## src/design/lc3b_pkg.sv

```systemverilog
package lc3b_pkg;

	// Data and address width of the core
	typedef logic [15:0] lc3b_word;

	typedef logic [2:0] lc3b_reg;

	// Widths of the multi-bit control word fields
	localparam int alumux2_sel_w = 2;
	localparam int nzp_w = 3;

	// The opcode field, bits 15 to 12 of the instruction word
	typedef enum logic [3:0] {
		op_br   = 4'b0000,
		op_add  = 4'b0001,
		op_ldb  = 4'b0010,
		op_stb  = 4'b0011,
		op_jsr  = 4'b0100,
		op_and  = 4'b0101,
		op_ldr  = 4'b0110,
		op_str  = 4'b0111,
		op_rti  = 4'b1000,
		op_not  = 4'b1001,
		op_ldi  = 4'b1010,
		op_sti  = 4'b1011,
		op_jmp  = 4'b1100,
		op_shf  = 4'b1101,
		op_lea  = 4'b1110,
		op_trap = 4'b1111
	} lc3b_opcode;

	typedef enum logic [2:0] {
		alu_add,
		alu_and,
		alu_not,
		alu_pass,
		alu_sll,
		alu_srl,
		alu_sra
	} lc3b_aluop;

	// Sequencer states, one instruction in flight at a time
	typedef enum logic [2:0] {
		st_fetch,
		st_decode,
		st_execute,
		st_memory,
		st_writeback
	} lc3b_state;

endpackage : lc3b_pkg

```

## src/design/lc3b_ctrl_if.sv

```systemverilog
`timescale 1ns/1ps

interface lc3b_ctrl_if;
	import lc3b_pkg::*;

	logic alumux1_sel;
	logic [alumux2_sel_w-1:0] alumux2_sel;
	lc3b_aluop alu_ctrl;
	logic read;
	logic write;
	logic load_regfile;
	logic load_cc;
	logic jump;
	logic branch;
	lc3b_reg dest;
	lc3b_reg sr1;
	lc3b_reg sr2;
	lc3b_word offset;
	logic [nzp_w-1:0] nzp;

	modport dec (
		output alumux1_sel, alumux2_sel, alu_ctrl,
		output read, write, load_regfile, load_cc, jump, branch,
		output dest, sr1, sr2, offset, nzp
	);

	// Operand selection and register addressing
	modport exe (
		input alumux1_sel, alumux2_sel, alu_ctrl,
		input dest, sr1, sr2, offset
	);

	// Bus, writeback and PC control
	modport res (
		input read, write, load_regfile, load_cc, jump, branch, nzp
	);

endinterface : lc3b_ctrl_if

```

## src/design/lc3b_decode.sv

```systemverilog
`timescale 1ns/1ps

module lc3b_decode (
	input  logic               clk,
	input  logic               arst_n,
	input  lc3b_pkg::lc3b_word ir,
	input  logic               decode_en,
	lc3b_ctrl_if.dec           ctrl
);
	import lc3b_pkg::*;

	lc3b_opcode opcode;
	logic nxt_alumux1_sel;
	logic [alumux2_sel_w-1:0] nxt_alumux2_sel;
	lc3b_aluop nxt_alu_ctrl;
	logic nxt_read;
	logic nxt_write;
	logic nxt_load_regfile;
	logic nxt_load_cc;
	logic nxt_jump;
	logic nxt_branch;
	lc3b_reg nxt_sr2;
	lc3b_word nxt_offset;

	assign opcode = lc3b_opcode'(ir[15:12]);

	// Anything not listed below falls through as a no-op
	always_comb begin
		nxt_alumux1_sel = 1'b0;
		nxt_alumux2_sel = 2'b00;
		nxt_alu_ctrl = alu_pass;
		nxt_read = 1'b0;
		nxt_write = 1'b0;
		nxt_load_regfile = 1'b0;
		nxt_load_cc = 1'b0;
		nxt_jump = 1'b0;
		nxt_branch = 1'b0;
		nxt_sr2 = ir[2:0];
		nxt_offset = {{11{ir[4]}}, ir[4:0]};
		case (opcode)
			op_add, op_and: begin
				nxt_alumux2_sel = ir[5] ? 2'b11 : 2'b00;
				nxt_alu_ctrl = (opcode == op_add) ? alu_add : alu_and;
				nxt_load_regfile = 1'b1;
				nxt_load_cc = 1'b1;
			end
			op_not: begin
				nxt_alu_ctrl = alu_not;
				nxt_load_regfile = 1'b1;
				nxt_load_cc = 1'b1;
			end
			op_shf: begin
				nxt_alumux2_sel = 2'b11;
				nxt_offset = {12'h000, ir[3:0]};
				if (!ir[4])
					nxt_alu_ctrl = alu_sll;
				else if (!ir[5])
					nxt_alu_ctrl = alu_srl;
				else
					nxt_alu_ctrl = alu_sra;
				nxt_load_regfile = 1'b1;
				nxt_load_cc = 1'b1;
			end
			op_ldr, op_str: begin
				nxt_alumux2_sel = 2'b01;
				nxt_alu_ctrl = alu_add;
				nxt_offset = {{10{ir[5]}}, ir[5:0]};
				nxt_read = (opcode == op_ldr);
				nxt_write = (opcode == op_str);
				nxt_load_regfile = (opcode == op_ldr);
				nxt_load_cc = (opcode == op_ldr);
				// Store source sits in the destination field
				nxt_sr2 = ir[11:9];
			end
			op_lea, op_br: begin
				nxt_alumux1_sel = 1'b1;
				nxt_alumux2_sel = 2'b10;
				nxt_alu_ctrl = alu_add;
				nxt_offset = {{7{ir[8]}}, ir[8:0]};
				nxt_load_regfile = (opcode == op_lea);
				nxt_load_cc = (opcode == op_lea);
				nxt_branch = (opcode == op_br);
			end
			op_jmp: begin
				nxt_jump = 1'b1;
			end
			default: begin
			end
		endcase
	end

	always_ff @(posedge clk or negedge arst_n) begin
		if (!arst_n) begin
			ctrl.alumux1_sel <= 1'b0;
			ctrl.alumux2_sel <= '0;
			ctrl.alu_ctrl <= alu_pass;
			ctrl.read <= 1'b0;
			ctrl.write <= 1'b0;
			ctrl.load_regfile <= 1'b0;
			ctrl.load_cc <= 1'b0;
			ctrl.jump <= 1'b0;
			ctrl.branch <= 1'b0;
			ctrl.dest <= '0;
			ctrl.sr1 <= '0;
			ctrl.sr2 <= '0;
			ctrl.offset <= '0;
			ctrl.nzp <= '0;
		end else if (decode_en) begin
			ctrl.alumux1_sel <= nxt_alumux1_sel;
			ctrl.alumux2_sel <= nxt_alumux2_sel;
			ctrl.alu_ctrl <= nxt_alu_ctrl;
			ctrl.read <= nxt_read;
			ctrl.write <= nxt_write;
			ctrl.load_regfile <= nxt_load_regfile;
			ctrl.load_cc <= nxt_load_cc;
			ctrl.jump <= nxt_jump;
			ctrl.branch <= nxt_branch;
			ctrl.dest <= ir[11:9];
			ctrl.sr1 <= ir[8:6];
			ctrl.sr2 <= nxt_sr2;
			ctrl.offset <= nxt_offset;
			ctrl.nzp <= ir[11:9];
		end
	end

endmodule : lc3b_decode

```

## src/design/lc3b_execute.sv

```systemverilog
`timescale 1ns/1ps

module lc3b_execute (
	input  logic               clk,
	input  logic               arst_n,
	lc3b_ctrl_if.exe           ctrl,
	input  lc3b_pkg::lc3b_word pc,
	input  logic               reg_we,
	input  lc3b_pkg::lc3b_word reg_wdata,
	output lc3b_pkg::lc3b_word alu_out,
	output lc3b_pkg::lc3b_word store_data
);
	import lc3b_pkg::*;

	lc3b_word regs [8];
	lc3b_word sr1_data;
	lc3b_word sr2_data;
	lc3b_word opa;
	lc3b_word opb;
	logic [3:0] shamt;

	always_ff @(posedge clk or negedge arst_n) begin
		if (!arst_n) begin
			for (int i = 0; i < 8; i++) begin
				regs[i] <= '0;
			end
		end else if (reg_we) begin
			regs[ctrl.dest] <= reg_wdata;
		end
	end

	assign sr1_data = regs[ctrl.sr1];
	assign sr2_data = regs[ctrl.sr2];

	assign store_data = sr2_data;

	// PC is already past the current instruction when it is used here
	assign opa = ctrl.alumux1_sel ? pc : sr1_data;

	always_comb begin
		case (ctrl.alumux2_sel)
			2'b00: opb = sr2_data;
			2'b01: opb = {{9{ctrl.offset[5]}}, ctrl.offset[5:0], 1'b0};
			2'b10: opb = {{6{ctrl.offset[8]}}, ctrl.offset[8:0], 1'b0};
			default: opb = ctrl.offset;
		endcase
	end

	assign shamt = opb[3:0];

	always_comb begin
		case (ctrl.alu_ctrl)
			alu_add: alu_out = opa + opb;
			alu_and: alu_out = opa & opb;
			alu_not: alu_out = ~opa;
			alu_sll: alu_out = opa << shamt;
			alu_srl: alu_out = opa >> shamt;
			// Arithmetic shift keeps the sign bit
			alu_sra: alu_out = lc3b_word'($signed(opa) >>> shamt);
			default: alu_out = opa;
		endcase
	end

endmodule : lc3b_execute

```

## src/design/lc3b_result.sv

```systemverilog
`timescale 1ns/1ps

module lc3b_result #(
	parameter lc3b_pkg::lc3b_word reset_pc = '0
) (
	input  logic               clk,
	input  logic               arst_n,
	lc3b_ctrl_if.res           ctrl,
	input  lc3b_pkg::lc3b_word alu_out,
	input  lc3b_pkg::lc3b_word store_data,
	output lc3b_pkg::lc3b_word ir,
	output lc3b_pkg::lc3b_word pc,
	output logic               decode_en,
	output logic               reg_we,
	output lc3b_pkg::lc3b_word reg_wdata,
	output logic               wb_cyc,
	output logic               wb_stb,
	output logic               wb_we,
	output lc3b_pkg::lc3b_word wb_adr,
	output lc3b_pkg::lc3b_word wb_dat_w,
	output logic [1:0]         wb_sel,
	input  lc3b_pkg::lc3b_word wb_dat_r,
	input  logic               wb_ack
);
	import lc3b_pkg::*;

	lc3b_state state;
	lc3b_word mdr;
	lc3b_word pc_next;
	logic [nzp_w-1:0] cc;
	logic [nzp_w-1:0] cc_next;

	// Only whole words move over the bus
	assign wb_sel = 2'b11;

	assign decode_en = (state == st_decode);
	assign reg_we = (state == st_writeback) && ctrl.load_regfile;
	assign reg_wdata = ctrl.read ? mdr : alu_out;

	always_comb begin
		if (reg_wdata[15])
			cc_next = 3'b100;
		else if (reg_wdata == '0)
			cc_next = 3'b010;
		else
			cc_next = 3'b001;
	end

	always_comb begin
		pc_next = pc;
		if (ctrl.jump || (ctrl.branch && |(ctrl.nzp & cc)))
			pc_next = alu_out;
	end

	always_ff @(posedge clk) begin
		if (state == st_fetch && wb_cyc && wb_ack)
			ir <= wb_dat_r;
		if (state == st_memory && wb_ack)
			mdr <= wb_dat_r;
	end

	always_ff @(posedge clk or negedge arst_n) begin
		if (!arst_n) begin
			state <= st_fetch;
			pc <= reset_pc;
			cc <= 3'b010;
			wb_cyc <= 1'b0;
			wb_stb <= 1'b0;
			wb_we <= 1'b0;
			wb_adr <= '0;
			wb_dat_w <= '0;
		end else begin
			case (state)
				st_fetch: begin
					// Right after reset the fetch cycle still has to be opened
					if (!wb_cyc) begin
						wb_cyc <= 1'b1;
						wb_stb <= 1'b1;
						wb_we <= 1'b0;
						wb_adr <= pc;
					end else if (wb_ack) begin
						wb_cyc <= 1'b0;
						wb_stb <= 1'b0;
						pc <= pc + 16'd2;
						state <= st_decode;
					end
				end
				st_decode: state <= st_execute;
				st_execute: begin
					if (ctrl.read || ctrl.write) begin
						wb_cyc <= 1'b1;
						wb_stb <= 1'b1;
						wb_we <= ctrl.write;
						wb_adr <= alu_out;
						wb_dat_w <= store_data;
						state <= st_memory;
					end else begin
						state <= st_writeback;
					end
				end
				st_memory: begin
					if (wb_ack) begin
						wb_cyc <= 1'b0;
						wb_stb <= 1'b0;
						wb_we <= 1'b0;
						state <= st_writeback;
					end
				end
				st_writeback: begin
					if (ctrl.load_cc)
						cc <= cc_next;
					pc <= pc_next;
					// Next fetch starts straight away at the new PC
					wb_cyc <= 1'b1;
					wb_stb <= 1'b1;
					wb_we <= 1'b0;
					wb_adr <= pc_next;
					state <= st_fetch;
				end
				default: state <= st_fetch;
			endcase
		end
	end

endmodule : lc3b_result

```

## src/design/lc3b_core.sv

```systemverilog
`timescale 1ns/1ps

module lc3b_core #(
	parameter lc3b_pkg::lc3b_word reset_pc = '0
) (
	input  logic               clk,
	input  logic               arst_n,
	output logic               wb_cyc,
	output logic               wb_stb,
	output logic               wb_we,
	output lc3b_pkg::lc3b_word wb_adr,
	output lc3b_pkg::lc3b_word wb_dat_w,
	output logic [1:0]         wb_sel,
	input  lc3b_pkg::lc3b_word wb_dat_r,
	input  logic               wb_ack
);
	import lc3b_pkg::*;

	lc3b_word ir;
	lc3b_word pc;
	logic decode_en;
	logic reg_we;
	lc3b_word reg_wdata;
	lc3b_word alu_out;
	lc3b_word store_data;

	lc3b_ctrl_if ctrl_if ();

	lc3b_decode u_decode (
		.clk       (clk),
		.arst_n    (arst_n),
		.ir        (ir),
		.decode_en (decode_en),
		.ctrl      (ctrl_if.dec)
	);

	lc3b_execute u_execute (
		.clk        (clk),
		.arst_n     (arst_n),
		.ctrl       (ctrl_if.exe),
		.pc         (pc),
		.reg_we     (reg_we),
		.reg_wdata  (reg_wdata),
		.alu_out    (alu_out),
		.store_data (store_data)
	);

	lc3b_result #(
		.reset_pc (reset_pc)
	) u_result (
		.clk        (clk),
		.arst_n     (arst_n),
		.ctrl       (ctrl_if.res),
		.alu_out    (alu_out),
		.store_data (store_data),
		.ir         (ir),
		.pc         (pc),
		.decode_en  (decode_en),
		.reg_we     (reg_we),
		.reg_wdata  (reg_wdata),
		.wb_cyc     (wb_cyc),
		.wb_stb     (wb_stb),
		.wb_we      (wb_we),
		.wb_adr     (wb_adr),
		.wb_dat_w   (wb_dat_w),
		.wb_sel     (wb_sel),
		.wb_dat_r   (wb_dat_r),
		.wb_ack     (wb_ack)
	);

endmodule : lc3b_core

```

## config.mk

```make
export PLATFORM = sky130hd
export DESIGN_NAME = lc3b_core
export DESIGN_NICKNAME = d
export VERILOG_FILES = /design/src/design/lc3b_pkg.sv /design/src/design/lc3b_ctrl_if.sv /design/src/design/lc3b_decode.sv /design/src/design/lc3b_execute.sv /design/src/design/lc3b_result.sv /design/src/design/lc3b_core.sv
export SDC_FILE = /design/constraint.sdc
export NUM_CORES = 1
export LEC_CHECK = 0
export BUFFER_PORTS_ARGS = -buffer_cell sky130_fd_sc_hd__buf_2
export CORE_ASPECT_RATIO = 0.8
export CORE_UTILIZATION = 50
export CTS_BUF_LIST = sky130_fd_sc_hd__clkbuf_16
export DETAILED_ROUTE_END_ITERATION = 10
export GPL_TIMING_DRIVEN = 0
export PLACE_DENSITY = 0.66
export SKIP_LAST_GASP = 1
export SLEW_MARGIN = 20
export SYNTH_ARGS = -nofsm -noshare
export SYNTH_HDL_FRONTEND = slang
export SYNTH_HIERARCHICAL = 1
export SYNTH_SLANG_ARGS = --single-unit
```

## constraint.sdc

```tcl
create_clock -name clk -period 9.85 [get_ports clk]
set_input_delay 1.97 -clock clk [delete_from_list [all_inputs] [get_ports clk]]
set_output_delay 1.97 -clock clk [all_outputs]
set_load 0.005 [all_outputs]
```

Word-level counts from Yosys, hierarchy flattened
Index checks and enable logic that the tools add are counted.
Widths: inputs -> output; s select.
{"block": "word_totals", "regBits": 253, "latch_bits": 0, "mem_bits_rw": 0, "romBits": 0, "output_inout_bits": 37, "n_memories": 0}
{"block": "op_classes", "add_sub_neg": 2, "multipliers": 0, "n_div": 0, "order_cmp": 4, "eq_ne": 24, "n_shift": 3, "n_mux": 52, "n_bitwise": 6, "n_reduce_logical": 30}
{"operator": "$mux 16", "count": 12}
{"operator": "$pmux 16 s3", "count": 3}
{"operator": "$bwmux 128", "count": 1}
{"operator": "$bmux 16 s3", "count": 2}
{"operator": "$pmux 16 s6", "count": 1}
{"operator": "$demux 16 s3", "count": 1}
{"operator": "$pmux 16 s2", "count": 1}
{"operator": "$pmux 3 s4", "count": 2}
{"operator": "$mux 3", "count": 7}
{"operator": "$add 16x16->16", "count": 1}
{"operator": "$add 16x2->16 const B", "count": 1}
{"operator": "$and 16x16->16", "count": 1}
{"operator": "$eq 4x4->1 const B", "count": 4}
{"operator": "$logic_not 16->1", "count": 1}
{"operator": "$not 16->16", "count": 1}
{"operator": "$shl 16x4->16", "count": 1}
{"operator": "$shr 16x4->16", "count": 1}
{"operator": "$sshr 16x4->16", "count": 1}
{"operator": "$mux 1", "count": 14}
{"operator": "$eq 3x3->1 const B", "count": 4}
{"operator": "$eq 4x3->1 const B", "count": 3}
{"operator": "$ge 4x4->1 const B", "count": 3}
{"operator": "$not 3->4", "count": 3}
{"operator": "$pmux 1 s4", "count": 3}
{"operator": "other kinds (26)", "count": 49}

Logic depth before layout (Yosys ltp)
Gate-level depths: netlist (run 1).
{"block": "depth", "ltp_word": 11, "mapped_depth": 23}

By module
Netlist (run 1), hierarchy kept.
{"mod": "lc3b_execute", "n_inst": 1, "cells_per_inst": 958, "area_each_um2": 10319.9, "seq_area_each_um2": 3203.1}
{"mod": "lc3b_result", "n_inst": 1, "cells_per_inst": 383, "area_each_um2": 4325.4, "seq_area_each_um2": 2388.5}
{"mod": "lc3b_decode", "n_inst": 1, "cells_per_inst": 137, "area_each_um2": 1507.7, "seq_area_each_um2": 728.2}

Least setup slack after synthesis (run 1)
Ideal clock, no wire load.
{"block": "synth_timing", "path_type": "register to register", "startpoint": "register u_decode.ctrl.sr2[0]", "endpoint": "register u_execute/regs[111] in the netlist's numbering", "setup_ns": 0.125, "arrival_ns": 5.059, "path_slack_ns": 4.667, "path_stages_with_launch": 19, "path_buffers": 3, "synth_period_minus_slack_ns": 5.183, "cell_sequence": "dfrtp_1 > buf_2 > buf_1 > mux4_2 > mux2_2 > mux4_2 > ha_1 > a21o_1 > a21o_1 > a21oi_1 > o21ai_0 > a2111oi_0 > or3_1 > a21oi_1 > o32a_1 > mux2i_1 > inv_1 > buf_4 > mux2_2"}
{"block": "synth_between", "elab_chain_cells": 9, "word_cells_on_any_way": 13, "classes_between": "1 x add/sub; 3 x shift; 7 x mux; 2 x bitwise"}
{"element": "start, declared", "line_no": "lc3b_ctrl_if.sv:24", "source": "output dest, sr1, sr2, offset, nzp"}
{"element": "start signal, assigned", "line_no": "lc3b_decode.sv:120", "source": "ctrl.sr2 <= nxt_sr2;"}
{"element": "$not 3->4 (implied by the code)", "line_no": "lc3b_execute.sv:33", "source": "assign sr2_data = regs[ctrl.sr2];"}
{"element": "$bmux 16 s3", "line_no": "lc3b_execute.sv:33"}
{"element": "$mux 16 (implied by the code) (2 in a row)", "line_no": "lc3b_execute.sv:33"}
{"element": "named net store_data[8]", "line_no": "lc3b_core.sv:25", "source": "lc3b_word store_data;"}
{"element": "$pmux 16 s3", "line_no": "lc3b_execute.sv:41", "source": "case (ctrl.alumux2_sel)"}
{"element": "$add 16x16->16", "line_no": "lc3b_execute.sv:53", "source": "alu_add: alu_out = opa + opb;"}
{"element": "$pmux 16 s6", "line_no": "lc3b_execute.sv:52", "source": "case (ctrl.alu_ctrl)"}
{"element": "named net alu_out[15]", "line_no": "lc3b_core.sv:24", "source": "lc3b_word alu_out;"}
{"element": "$mux 16", "line_no": "lc3b_result.sv:38", "source": "assign reg_wdata = ctrl.read ? mdr : alu_out;"}
{"element": "named net reg_wdata[15]", "line_no": "lc3b_core.sv:23", "source": "lc3b_word reg_wdata;"}
{"element": "$bwmux 128", "line_no": "lc3b_execute.sv:28", "source": "regs[ctrl.dest] <= reg_wdata;"}
{"element": "end signal, assigned by index", "line_no": "lc3b_execute.sv:28"}
{"element": "end, declared", "line_no": "lc3b_execute.sv:15", "source": "lc3b_word regs [8];"}
The timed path passes the listed nets, and every way through them passes these cells. The select of a mux whose other input is x is not followed.
A chain may end at the register's enable or synchronous reset.

Worst setup path after layout (run 1)
{"block": "layout_timing", "startpoint": "register u_decode.ctrl.sr2[0]", "endpoint": "register u_result.cc[1]"}
{"block": "layout_between", "elab_chain_cells": 11, "word_cells_on_any_way": 15, "classes_between": "1 x add/sub; 3 x shift; 8 x mux; 2 x bitwise; 1 x reduce/logical"}
{"element": "$not 3->4 (implied by the code) (*)", "line_no": "lc3b_execute.sv:33"}
{"element": "$bmux 16 s3 (*)", "line_no": "lc3b_execute.sv:33"}
{"element": "$mux 16 (implied by the code) (*) (2 in a row)", "line_no": "lc3b_execute.sv:33"}
{"element": "$pmux 16 s3 (*)", "line_no": "lc3b_execute.sv:41"}
{"element": "$add 16x16->16 (tied with other cells)", "line_no": "lc3b_execute.sv:53"}
{"element": "$pmux 16 s6 (*)", "line_no": "lc3b_execute.sv:52"}
{"element": "named net alu_out[13]", "line_no": "lc3b_core.sv:24"}
{"element": "$mux 16 (*)", "line_no": "lc3b_result.sv:38"}
{"element": "named net reg_wdata[13]", "line_no": "lc3b_core.sv:23"}
{"element": "$logic_not 16->1 (*)", "line_no": "lc3b_result.sv:43", "source": "else if (reg_wdata == '0)"}
{"element": "$mux 2 (*)", "line_no": "lc3b_result.sv:43"}
{"element": "$mux 3 (*)", "line_no": "lc3b_result.sv:41", "source": "if (reg_wdata[15])"}
{"element": "end signal, assigned", "line_no": "lc3b_result.sv:111", "source": "cc <= cc_next;"}
{"element": "end, declared", "line_no": "lc3b_result.sv:30", "source": "logic [nzp_w-1:0] cc;"}
Mark *: on every way through the listed nets, which the timed path passes. The rest lies on a longest branch. The select of a mux whose other input is x is not followed.

==> key figures, run 1 <==
Critical path
  • R2r endpoint: u_result/cc[1]
  • Worst setup EP type: flip-flop
  • Startpoint types: flip-flop
  • Internal reg-to-reg setup slack: 2.98 ns
  • Crit Path Category: flip-flop to flip-flop
  • Worst Path Required: 10.35 ns
  • CP arrival: 7.37 ns
  • Crit-path max FO: 10
  • R2R cell count: 21
  • Start of the worst register-to-register path: u_decode/ctrl.sr2[0]
  • Worst Setup EP: u_result/cc[1]
  • Setup crit start: u_decode/ctrl.sr2[0]

STA
  • Endpoints failing hold: 0
  • Fmax: 0.146 GHz
  • Worst-Margin Slew: 1.12 ns
  • Tmin final: 6.87 ns
  • Slew HR: 24.5%
  • RSZ-0062 raised after global routing: no
  • Tcrit/Tclk final: 69.8%
  • # setup viols final: 0
  • Slew Viols, Final: 0
  • Skew final: 0.0107 ns
  • Sum Neg Setup Slack: 0 ns

Clock network
  • Clock buffer depth: 3
  • Clk slew on worst S/H paths: 0.06 ns
  • CTS Sinks: 246
  • Post-CTS Setup Bufs: 0
  • Htree depth: 1
  • Latest clock arrival within the worst-skew pair: 0.57 ns
  • CTS buffer count: 26
  • Post-CTS Resized: 0
  • Hold_buf cts: 0
  • Clock root cell: clkbuf_16
  • CTS tree: built

Drt
  • Drt first pass iters: 6
  • Vias per cell: 6.72
  • ANT nets after route: 0
  • WL/cell: 28.3 µm
  • Initial DRC count: 1693
  • DRC violations left: 0
  • Total wire length: 56800 µm
  • Vias post-DR: 13500

Yosys
  • Number of distinct library cells after synthesis: 107
  • Sequential element share of the synthesized area: 39.1%
  • Syn Std Cell Area: 16200 µm²
  • Syn_area_per_cell: 10.9 µm²
  • Prevailing post-synth register cell: dfrtp_1
  • Synth top cells by count: 217 x mux2_2, 211 x dfrtp_1, 103 x nor2_1
  • Top-count cell post-synth: mux2_2
  • Post-synth top area share: 32.7%
  • Area contributors post-synth: dfrtp_1 33%, mux2_2 15%, mux2i_1 6.1%
  • Area leader, netlist: dfrtp_1
  • Warnings, synthesis: 6
  • Synthesized instance count: 1478
  • Asr flop ratio synth: 87.0%
  • Synth Register Bits: 246
  • Number of synthesized flops with an enable pin: 32

Global routing
  • Largest net degree at the start of global routing: 92
  • First-pass GRT wire length: 84100 µm
  • Antenna violations before repair: 0
  • Vias in the first global route: 12700
  • Global Route Usage Sum: 34.5%
  • Congestion Overflow GR: 0

Floorplanning
  • Initial Util: 51.1%
  • Die Y: 163 µm
  • # rows: 58
  • Core ar.: 31600 µm²
  • Die area: 33000 µm²
  • # IOs: 56
  • Die width: 203 µm

Run
  • # Max-Cap Violations: 0

Placement
  • Dpl hpwl: 42900 µm
  • Number of port buffers: 53
  • Routability cong.: 1.09

Final layout
  • Share of cells above drive strength 1: 29.7%
  • Area growth syn-to-layout: 10.9%
  • Layout Nets: 1603
  • Ant diodes: 0
  • Layout fillers: 2808

Hold path
  • Hold crit path type: flip-flop to flip-flop

Status
  • Status: finished clean
[per-stage QoR]
stage | setup WS, ns | area [µm²] | hold slack (ns) | utilization [%] | std cells
after floorplan | 4.67 | 16200 | 0.449 | - | 1479
after global placement | 3.00 | 16900 | 0.465 | 53.6 | 1952
after detailed placement | 3.10 | 17100 | 0.481 | 53.9 | 1957
after CTS | 3.06 | 17900 | 0.497 | 56.6 | 2005
after global routing | 2.72 | 17900 | 0.511 | 56.6 | 2005
final | 2.98 | 17900 | 0.498 | 56.6 | 2005
[layer usage]
layer  GRT usage (%)  share of wire, %  vias up  wire length, µm
met2            49.4                42      716            23900
met3            8.94                10      110             5900
li1                -                 -     5812                -
met5               0                 0        -                0
met4            10.3               3.0        0             1690
met1            50.9                45     6826            25300
[worst min path at each step]
stage | start | to | slack (ns) | cells past startpoint
2_1_floorplan | u_result/cc[0] | u_result/cc[0] | 0.45 | 2
3_3_place_gp | u_result/ir[3] | u_decode/ctrl.offset[3] | 0.46 | 1
3_5_place_dp | u_result/cc[0] | u_result/cc[0] | 0.48 | 2
4_1_cts | u_result/cc[0] | u_result/cc[0] | 0.50 | 2
5_1_grt | u_result/ir[3] | u_decode/ctrl.offset[3] | 0.51 | 1
6_report | u_result/ir[3] | u_decode/ctrl.offset[3] | 0.50 | 1
[area by class of cell]
cell class / count / area, µm² / share of cell area (%)
Multi-Input combinational cell: 1085 / 9020 / 50.4
Sequential cell: 246 / 6320 / 35.3
Buffer: 112 / 707 / 3.95
Clock buffer: 28 / 701 / 3.91
Tap cell: 420 / 526 / 2.93
Timing Repair Buffer: 58 / 358 / 2.00
Clock inverter: 20 / 139 / 0.776
Inverter: 36 / 138 / 0.769
[sequential cells by signal, indices dropped and copies added (netlist names), 9 cells and up]
register / cells
u_decode/ctrl.offset: 9
u_execute/regs: 128
u_result/ir: 16
u_result/mdr: 16
u_result/pc: 16
u_result/wb_adr: 16
u_result/wb_dat_w: 16
[worst max-delay path, stage by stage, from the launching register on]
cell,delay (ns)
dfrtp_1,0.45
buf_2,0.36
nor2b_1,0.17
a22oi_1,0.31
a21o_1,0.40
nand2_2,0.25
inv_1,0.34
buf_4,0.25
buf_2,0.30
ha_1,0.33
o21ai_0,0.16
o21ai_0,0.13
a2111oi_1,0.73
nor2_1,0.20
a211oi_1,0.30
xnor2_1,0.19
nand2_1,0.09
a31oi_1,0.78
mux2_2,0.50
nor2_1,0.06
and4_1,0.18
mux2_2,0.26
[placed cells by master, fill, tap and decap left out, types with 28 or more instances in the layout]
cell	Yosys	final
mux2_2	217	217
nand2_1	95	95
mux4_2	40	40
o21ai_0	37	36
a31oi_1	47	47
a21oi_1	62	62
a22oi_1	29	29
buf_4	28	28
nor3_1	31	29
dfrtp_1	211	211
mux2i_1	99	99
clkbuf_1	42	42
buf_2	20	73
nor2_1	103	101
edfxtp_1	32	32
inv_1	31	34
clkbuf_16	0	28
o22ai_1	30	30
[logic make-up (layout without fill, tap and decap cells)]
family          Yosys count  count (layout)  share of synthesized area (%)
compound gates          344             344                           15.1
xor+xnor                 13              13                          0.705
fa+ha+maj                19              19                           1.52
buf+inv                 148             254                           5.22
flops                   246             246                           39.1
mux                     365             365                           27.6
other cells               1               2                         0.0232
simple gates            342             342                           10.8
Power of run 1 is not shown: default switching activity piles up to over one toggle a cycle in this logic, so the estimate is an artifact.
==> inputs of run 2 (changes only) <==
--- a/config.mk
+++ b/config.mk
@@ -11,7 +11,7 @@
 export CTS_BUF_LIST = sky130_fd_sc_hd__clkbuf_16
 export DETAILED_ROUTE_END_ITERATION = 10
 export GPL_TIMING_DRIVEN = 0
-export PLACE_DENSITY = 0.66
+export PLACE_DENSITY = 0.69
 export SKIP_LAST_GASP = 1
 export SLEW_MARGIN = 20
 export SYNTH_ARGS = -nofsm -noshare
==> constraint.sdc (replaced) <==
create_clock -name clk -period 5.7 [get_ports clk]
set_input_delay 1.14 -clock clk [delete_from_list [all_inputs] [get_ports clk]]
set_output_delay 1.14 -clock clk [all_outputs]
set_load 0.005 [all_outputs]
==> run 2 against run 1 <==
Count of clock-buffer cells in the layout stayed put. Die area stayed put. Sequential share of layout area decreased by 0.40 points. Worst hold slack worse by 0.069 ns. Cell count stayed put. Design area grew 1.1%. Critical path type unchanged. Critical endpoint unchanged.
==> key figures, run 2 (synthesized netlist as in run 1, its figures left out) <==
Status
  • Status: finished clean

Final layout
  • Layout fillers: 2706 (-3.6%)
  • Biggest register: u_execute/regs
  • Share of cells above drive strength 1: 31.4% (+1.7 points)
  • Commonest non-fill, non-tap cells in the layout: 217 x mux2_2, 211 x dfrtp_1, 99 x mux2i_1, 99 x nor2_1, 94 x nand2_1
  • Area growth syn-to-layout: 12.1%
  • Most common cell after layout, fill and taps aside: mux2_2
  • Max FFs per register: 128 (unchanged)
  • Layout Cells excl Fill: 2005 (unchanged)
  • Layout Nets: 1606 (+0.19%)

STA
  • Tmin final: 5.58 ns (-1.30 ns)
  • Worst-Margin Slew: 1.19 ns (+0.0640 ns)
  • Skew final: 0.0127 ns (+0.00205 ns)
  • Tcrit/Tclk final: 97.8% (+28 points)
  • Fmax: 0.179 GHz (+23%)
  • RSZ-0062 raised after global routing: no
  • Slew HR: 20.2% (-4.3 points)
  • Slew Viols, Final: 0 (unchanged)
  • Endpoints failing hold: 0 (unchanged)
  • Worst Slack Setup Final: 0.125 ns (-2.85 ns)
  • # setup viols final: 0 (unchanged)

Critical path
  • Crit Path Category: flip-flop to flip-flop
  • R2R cell count: 22 (+4.8%)
  • R2r endpoint: u_result/cc[1]
  • CP arrival: 6.06 ns (-1.31 ns)
  • Crit-path max FO: 10 (unchanged)
  • Worst setup EP type: flip-flop
  • Startpoint types: flip-flop
  • Internal reg-to-reg setup slack: 0.12 ns (-2.85 ns)
  • Worst Setup EP: u_result/cc[1]
  • Start of the worst register-to-register path: u_decode/ctrl.sr2[2]
  • Worst Path Required: 6.19 ns (-4.16 ns)
  • Setup crit start: u_decode/ctrl.sr2[2]

Placement
  • Cell count after placement: 1957 (unchanged)
  • Routability cong.: 1.03 (-5.8%)
  • DP Worst Slack: -1.00 ns (-4.10 ns)
  • Dpl hpwl: 45500 µm (+5.9%)
  • Number of port buffers: 53 (unchanged)

Global routing
  • Antenna violations before repair: 0 (unchanged)
  • Vias in the first global route: 12800 (+0.85%)
  • Global Route Usage Sum: 36.0% (+1.5 points)
  • Congestion Overflow GR: 0 (unchanged)
  • Largest net degree at the start of global routing: 100 (+8.7%)
  • First-pass GRT wire length: 86600 µm (+2.9%)

Drt
  • Total wire length: 59700 µm (+5.0%)
  • ANT nets after route: 0 (unchanged)
  • Drt first pass iters: 5 (-1)
  • Vias post-DR: 13600 (+1.2%)
  • Vias per cell: 6.80 (+1.2%)
  • DRC violations left: 0 (unchanged)
  • WL/cell: 29.8 µm (+5.0%)
  • Initial DRC count: 1716 (+1.4%)

Floorplanning
  • # rows: 58 (unchanged)
  • Die width: 203 µm (unchanged)
  • # IOs: 56 (unchanged)
  • Core ar.: 31600 µm² (unchanged)
  • Initial Util: 51.1% (unchanged)
  • Die area: 33000 µm² (unchanged)
  • Die Y: 163 µm (unchanged)

Clock network
  • Clock root cell: clkbuf_16
  • CTS Sinks: 246 (unchanged)
  • CTS buffer count: 26 (unchanged)
  • Clk slew on worst S/H paths: 0.06 ns (about the same)
  • CTS tree: built
  • Htree depth: 1 (unchanged)
  • Hold_buf cts: 0 (unchanged)
  • Latest clock arrival within the worst-skew pair: 0.57 ns (about the same)
  • Clock buffer depth: 3 (unchanged)

Run
  • # Max-Cap Violations: 0 (unchanged)

Hold path
  • Hold crit path type: input port to asynchronous set/reset pin
## run 2: metrics by stage
step           setup TNS [ns]  area [µm²]  util (%)  hold WS, ns
2_1_floorplan               0       16200         -        0.449
3_3_place_gp           -85.31       16900      53.6        0.464
3_5_place_dp           -39.81       17100      53.9        0.468
4_1_cts                     0       18000      56.8        0.428
5_1_grt                     0       18100      57.2        0.438
6_report                    0       18100      57.2        0.429
## run 2: worst min path at each step
stage                         startpoint                       to  slack (ns)  cells past startpoint
final                             arst_n        u_result/state[0]        0.43                      1
after CTS                         arst_n        u_result/state[0]        0.43                      1
after detailed placement  u_result/ir[3]  u_decode/ctrl.offset[3]        0.47                      1
after floorplan           u_result/cc[0]           u_result/cc[0]        0.45                      2
after global placement    u_result/ir[3]  u_decode/ctrl.offset[3]        0.46                      1
after global routing              arst_n        u_result/state[0]        0.44                      1
## run 2: repair_timing
item                       CTS  global route
gates resized for setup     29            24
setup endpoints to repair   98            56
pin swaps                    2             6
setup buffers                1             7
## run 2: cell type report
type	count	area, µm²	share of cell area [%]
multi-input combinational	1085	9130	50.4
sequential	246	6320	34.9
buffer	107	723	3.99
timing repair buffer	66	447	2.47
clock buffer	28	701	3.87
inverter	36	144	0.795
tap	420	526	2.90
antenna	1	2.50	0.0138
clock inverter	16	116	0.643
## run 2: per-layer routing
layer / up-vias / share of wire, % / global-route usage, % / wire length, µm
met5: - / 0 / 0.149 / 0
met4: 0 / 3.1 / 11.2 / 1860
met3: 101 / 11 / 9.44 / 6280
met2: 788 / 42 / 51.0 / 24900
met1: 6905 / 45 / 53.4 / 26600
li1: 5832 / - / - / -
## run 2: critical path, cell delays in order, from the launching register on
cell and delay, ns:
dfrtp_1 0.37, buf_6 0.19, mux2_1 0.34, mux4_2 0.57
o21ai_4 0.19, buf_12 0.14, buf_4 0.12, buf_6 0.19
buf_4 0.25, fa_1 0.24, nor2b_1 0.06, o21ai_0 0.30
a21oi_1 0.20, nor3_1 0.42, o31ai_1 0.17, xor2_1 0.16
nand2_1 0.15, a32oi_2 0.56, nor2_1 0.10, a22oi_1 0.18
nor2_1 0.09, and4_1 0.22, mux2_2 0.27
Power of run 2 is left out for the same reason.
==> inputs of run 3 (changes only) <==
--- a/config.mk
+++ b/config.mk
@@ -11,7 +11,7 @@
 export CTS_BUF_LIST = sky130_fd_sc_hd__clkbuf_16
 export DETAILED_ROUTE_END_ITERATION = 10
 export GPL_TIMING_DRIVEN = 0
-export PLACE_DENSITY = 0.69
+export PLACE_DENSITY = 0.66
 export SKIP_LAST_GASP = 1
 export SLEW_MARGIN = 20
 export SYNTH_ARGS = -nofsm -noshare
==> constraint.sdc (replaced) <==
create_clock -name clk -period 5.4 [get_ports clk]
set_input_delay 1.08 -clock clk [delete_from_list [all_inputs] [get_ports clk]]
set_output_delay 1.08 -clock clk [all_outputs]
set_load 0.005 [all_outputs]
==> run 3 against run 2 <==
Wire length down 4.5%. Cell count up 0.60%. Sequential share of layout area down 0.19 points. Register-to-register slack worse by 0.04 ns. Critical path type unchanged.
==> key figures, run 3 (synthesized netlist as in run 1, its figures left out) <==
STA
  • Fmax: 0.188 GHz (+4.9%)
  • Slew HR: 22.9% (+2.6 points)
  • Worst Slack Setup Final: 0.0845 ns (-0.0405 ns)
  • Worst-Margin Slew: 1.15 ns (-0.0394 ns)
  • Slew Viols, Final: 0 (unchanged)
  • Skew final: 0.0161 ns (+0.00338 ns)
  • Sum Neg Setup Slack: 0 ns (unchanged)
  • # setup viols final: 0 (unchanged)
  • Tmin final: 5.32 ns (-0.259 ns)
  • Endpoints failing hold: 0 (unchanged)
  • Tcrit/Tclk final: 98.4% (+0.63 points)

Final layout
  • Most common cell after layout, fill and taps aside: mux2_2
  • Biggest register: u_execute/regs
  • Layout Nets: 1615 (+0.56%)
  • Area growth syn-to-layout: 12.8%
  • Commonest non-fill, non-tap cells in the layout: 216 x mux2_2, 210 x dfrtp_1, 100 x nor2_1
  • Max FFs per register: 128 (unchanged)
  • Share of cells above drive strength 1: 32.2% (+0.81 points)
  • Layout fillers: 2781 (+2.8%)
  • Ant diodes: 0 (-1)
  • Final core area utilization: 57.6% (+0.32 points)

Drt
  • WL/cell: 28.3 µm (-5.1%)
  • Top Metal Used: met4
  • WL met1: 25500 µm (-4.4%)
  • DRC violations left: 0 (unchanged)
  • Initial DRC count: 1669 (-2.7%)
  • Total wire length: 57000 µm (-4.5%)
  • Metal3 WL: 5740 µm (-8.5%)
  • Met2 wire length: 23900 µm (-4.0%)
  • Drt first pass iters: 5 (unchanged)
  • Vias post-DR: 13600 (-0.56%)
  • Vias per cell: 6.72 (-1.1%)
  • ANT nets after route: 0 (unchanged)

Critical path
  • Startpoint types: flip-flop
  • CP arrival: 5.81 ns (-0.25 ns)
  • Slowest-stage cell, CP: a21oi_1
  • CP most frequent cell: a21oi_1
  • Crit Path Category: flip-flop to flip-flop
  • CP Cell Sequence: buf_6 > mux2_1 > mux4_2 > o21ai_4 > buf_12 > inv_6 > ha_1 > a211oi_2 > o21ai_1 > a21oi_1 > xnor2_1 > a22oi_1 > o22ai_1 > o32ai_1 > a21oi_1 > or4_1 > o21ai_0 > and4_1 > mux2_2
  • Worst path max stage delay: 0.75 ns (+0.18 ns)
  • Crit-path max FO: 16 (+6)
  • Worst setup EP type: flip-flop
  • Worst Path Required: 5.90 ns (-0.29 ns)

Clock network
  • Clk slew on worst S/H paths: 0.06 ns (about the same)
  • Clock root cell: clkbuf_16
  • Latest clock arrival within the worst-skew pair: 0.58 ns (about the same)
  • Htree depth: 1 (unchanged)
  • CTS tree: built
  • CTS Sinks: 246 (unchanged)
  • Clock buffer depth: 3 (unchanged)
  • CTS buffer count: 26 (unchanged)
  • Hold_buf cts: 0 (unchanged)

Placement
  • Number of port buffers: 53 (unchanged)
  • Dpl hpwl: 42900 µm (-5.6%)
  • Routability cong.: 1.09 (+6.2%)
  • DP Worst Slack: -1.35 ns (-0.347 ns)

Global routing
  • Largest net degree at the start of global routing: 92 (-8.0%)
  • First-pass GRT wire length: 85000 µm (-1.8%)
  • Vias in the first global route: 12900 (+0.45%)
  • Antenna violations before repair: 1 (+1)
  • Global Route Usage Sum: 34.7% (-1.3 points)
  • Congestion Overflow GR: 0 (unchanged)

Floorplanning
  • # rows: 58 (unchanged)
  • Initial Util: 51.1% (unchanged)
  • Die Y: 163 µm (unchanged)
  • Die area: 33000 µm² (unchanged)
  • # IOs: 56 (unchanged)
  • Die width: 203 µm (unchanged)
  • Core ar.: 31600 µm² (unchanged)

Run
  • # Max-Cap Violations: 0 (unchanged)

Status
  • Status: finished clean

Hold path
  • Hold crit path type: input port to asynchronous set/reset pin
[run 3: stage by stage]
stage | hold WS, ns | instance area [µm²] | instances
floorplan | 0.449 | 16200 | 1479
global placement | 0.465 | 16900 | 1952
detailed placement | 0.481 | 17100 | 1957
CTS | 0.454 | 18100 | 2011
global route | 0.457 | 18200 | 2017
finish | 0.445 | 18200 | 2017
[run 3: routing by layer]
layer,global-route usage [%],vias to the layer above
li1,-,5833
met1,52.0,6844
met2,49.5,759
met3,7.86,114
met4,11.0,0
met5,0,-
[run 3: timing repair]
action                                  4_1_cts  5_1_grt
pin swaps                                     6        7
buffers inserted                              9        9
resized for setup                            35       33
endpoints found under the setup margin      129       78
[run 3: worst max-delay path, delay by kind of cell (launching register included)]
kind                     cells  cell delay [ns]
AND/OR/NAND/NOR              2             0.46
adder cells (fa/ha/maj)      1             0.34
XOR/XNOR                     1             0.14
AO/OA/AOI/OAI                9             2.35
buffers and inverters        3             0.40
flip-flops                   1             0.37
multiplexers                 3             1.16
[run 3: final cells by class]
type                            count  area (µm²)  area share, %
Inverter                           36         148          0.811
Multi-Input combinational cell   1085        9140           50.2
Tap cell                          420         526           2.89
Buffer                            106         729           4.01
Sequential cell                   246        6320           34.7
Clock buffer                       28         701           3.85
Timing Repair Buffer               76         505           2.78
Clock inverter                     20         139          0.763
[run 3: final timing paths]
path / end / depth (start not counted) / from / slack, ns
setup / recovery: u_result/cc[1] / 19 / u_decode/ctrl.sr2[2] / 0.08
min in group clk: u_decode/ctrl.offset[3] / 1 / u_result/ir[3] / 0.50
setup reg to reg: u_result/cc[1] / 19 / u_decode/ctrl.sr2[2] / 0.08
max in group asynchronous: u_execute/regs[41] / 3 / arst_n / 3.76
hold / removal: u_result/state[2] / 1 / arst_n / 0.45
hold reg to reg: u_decode/ctrl.offset[3] / 1 / u_result/ir[3] / 0.50
Power of run 3 is left out for the same reason.
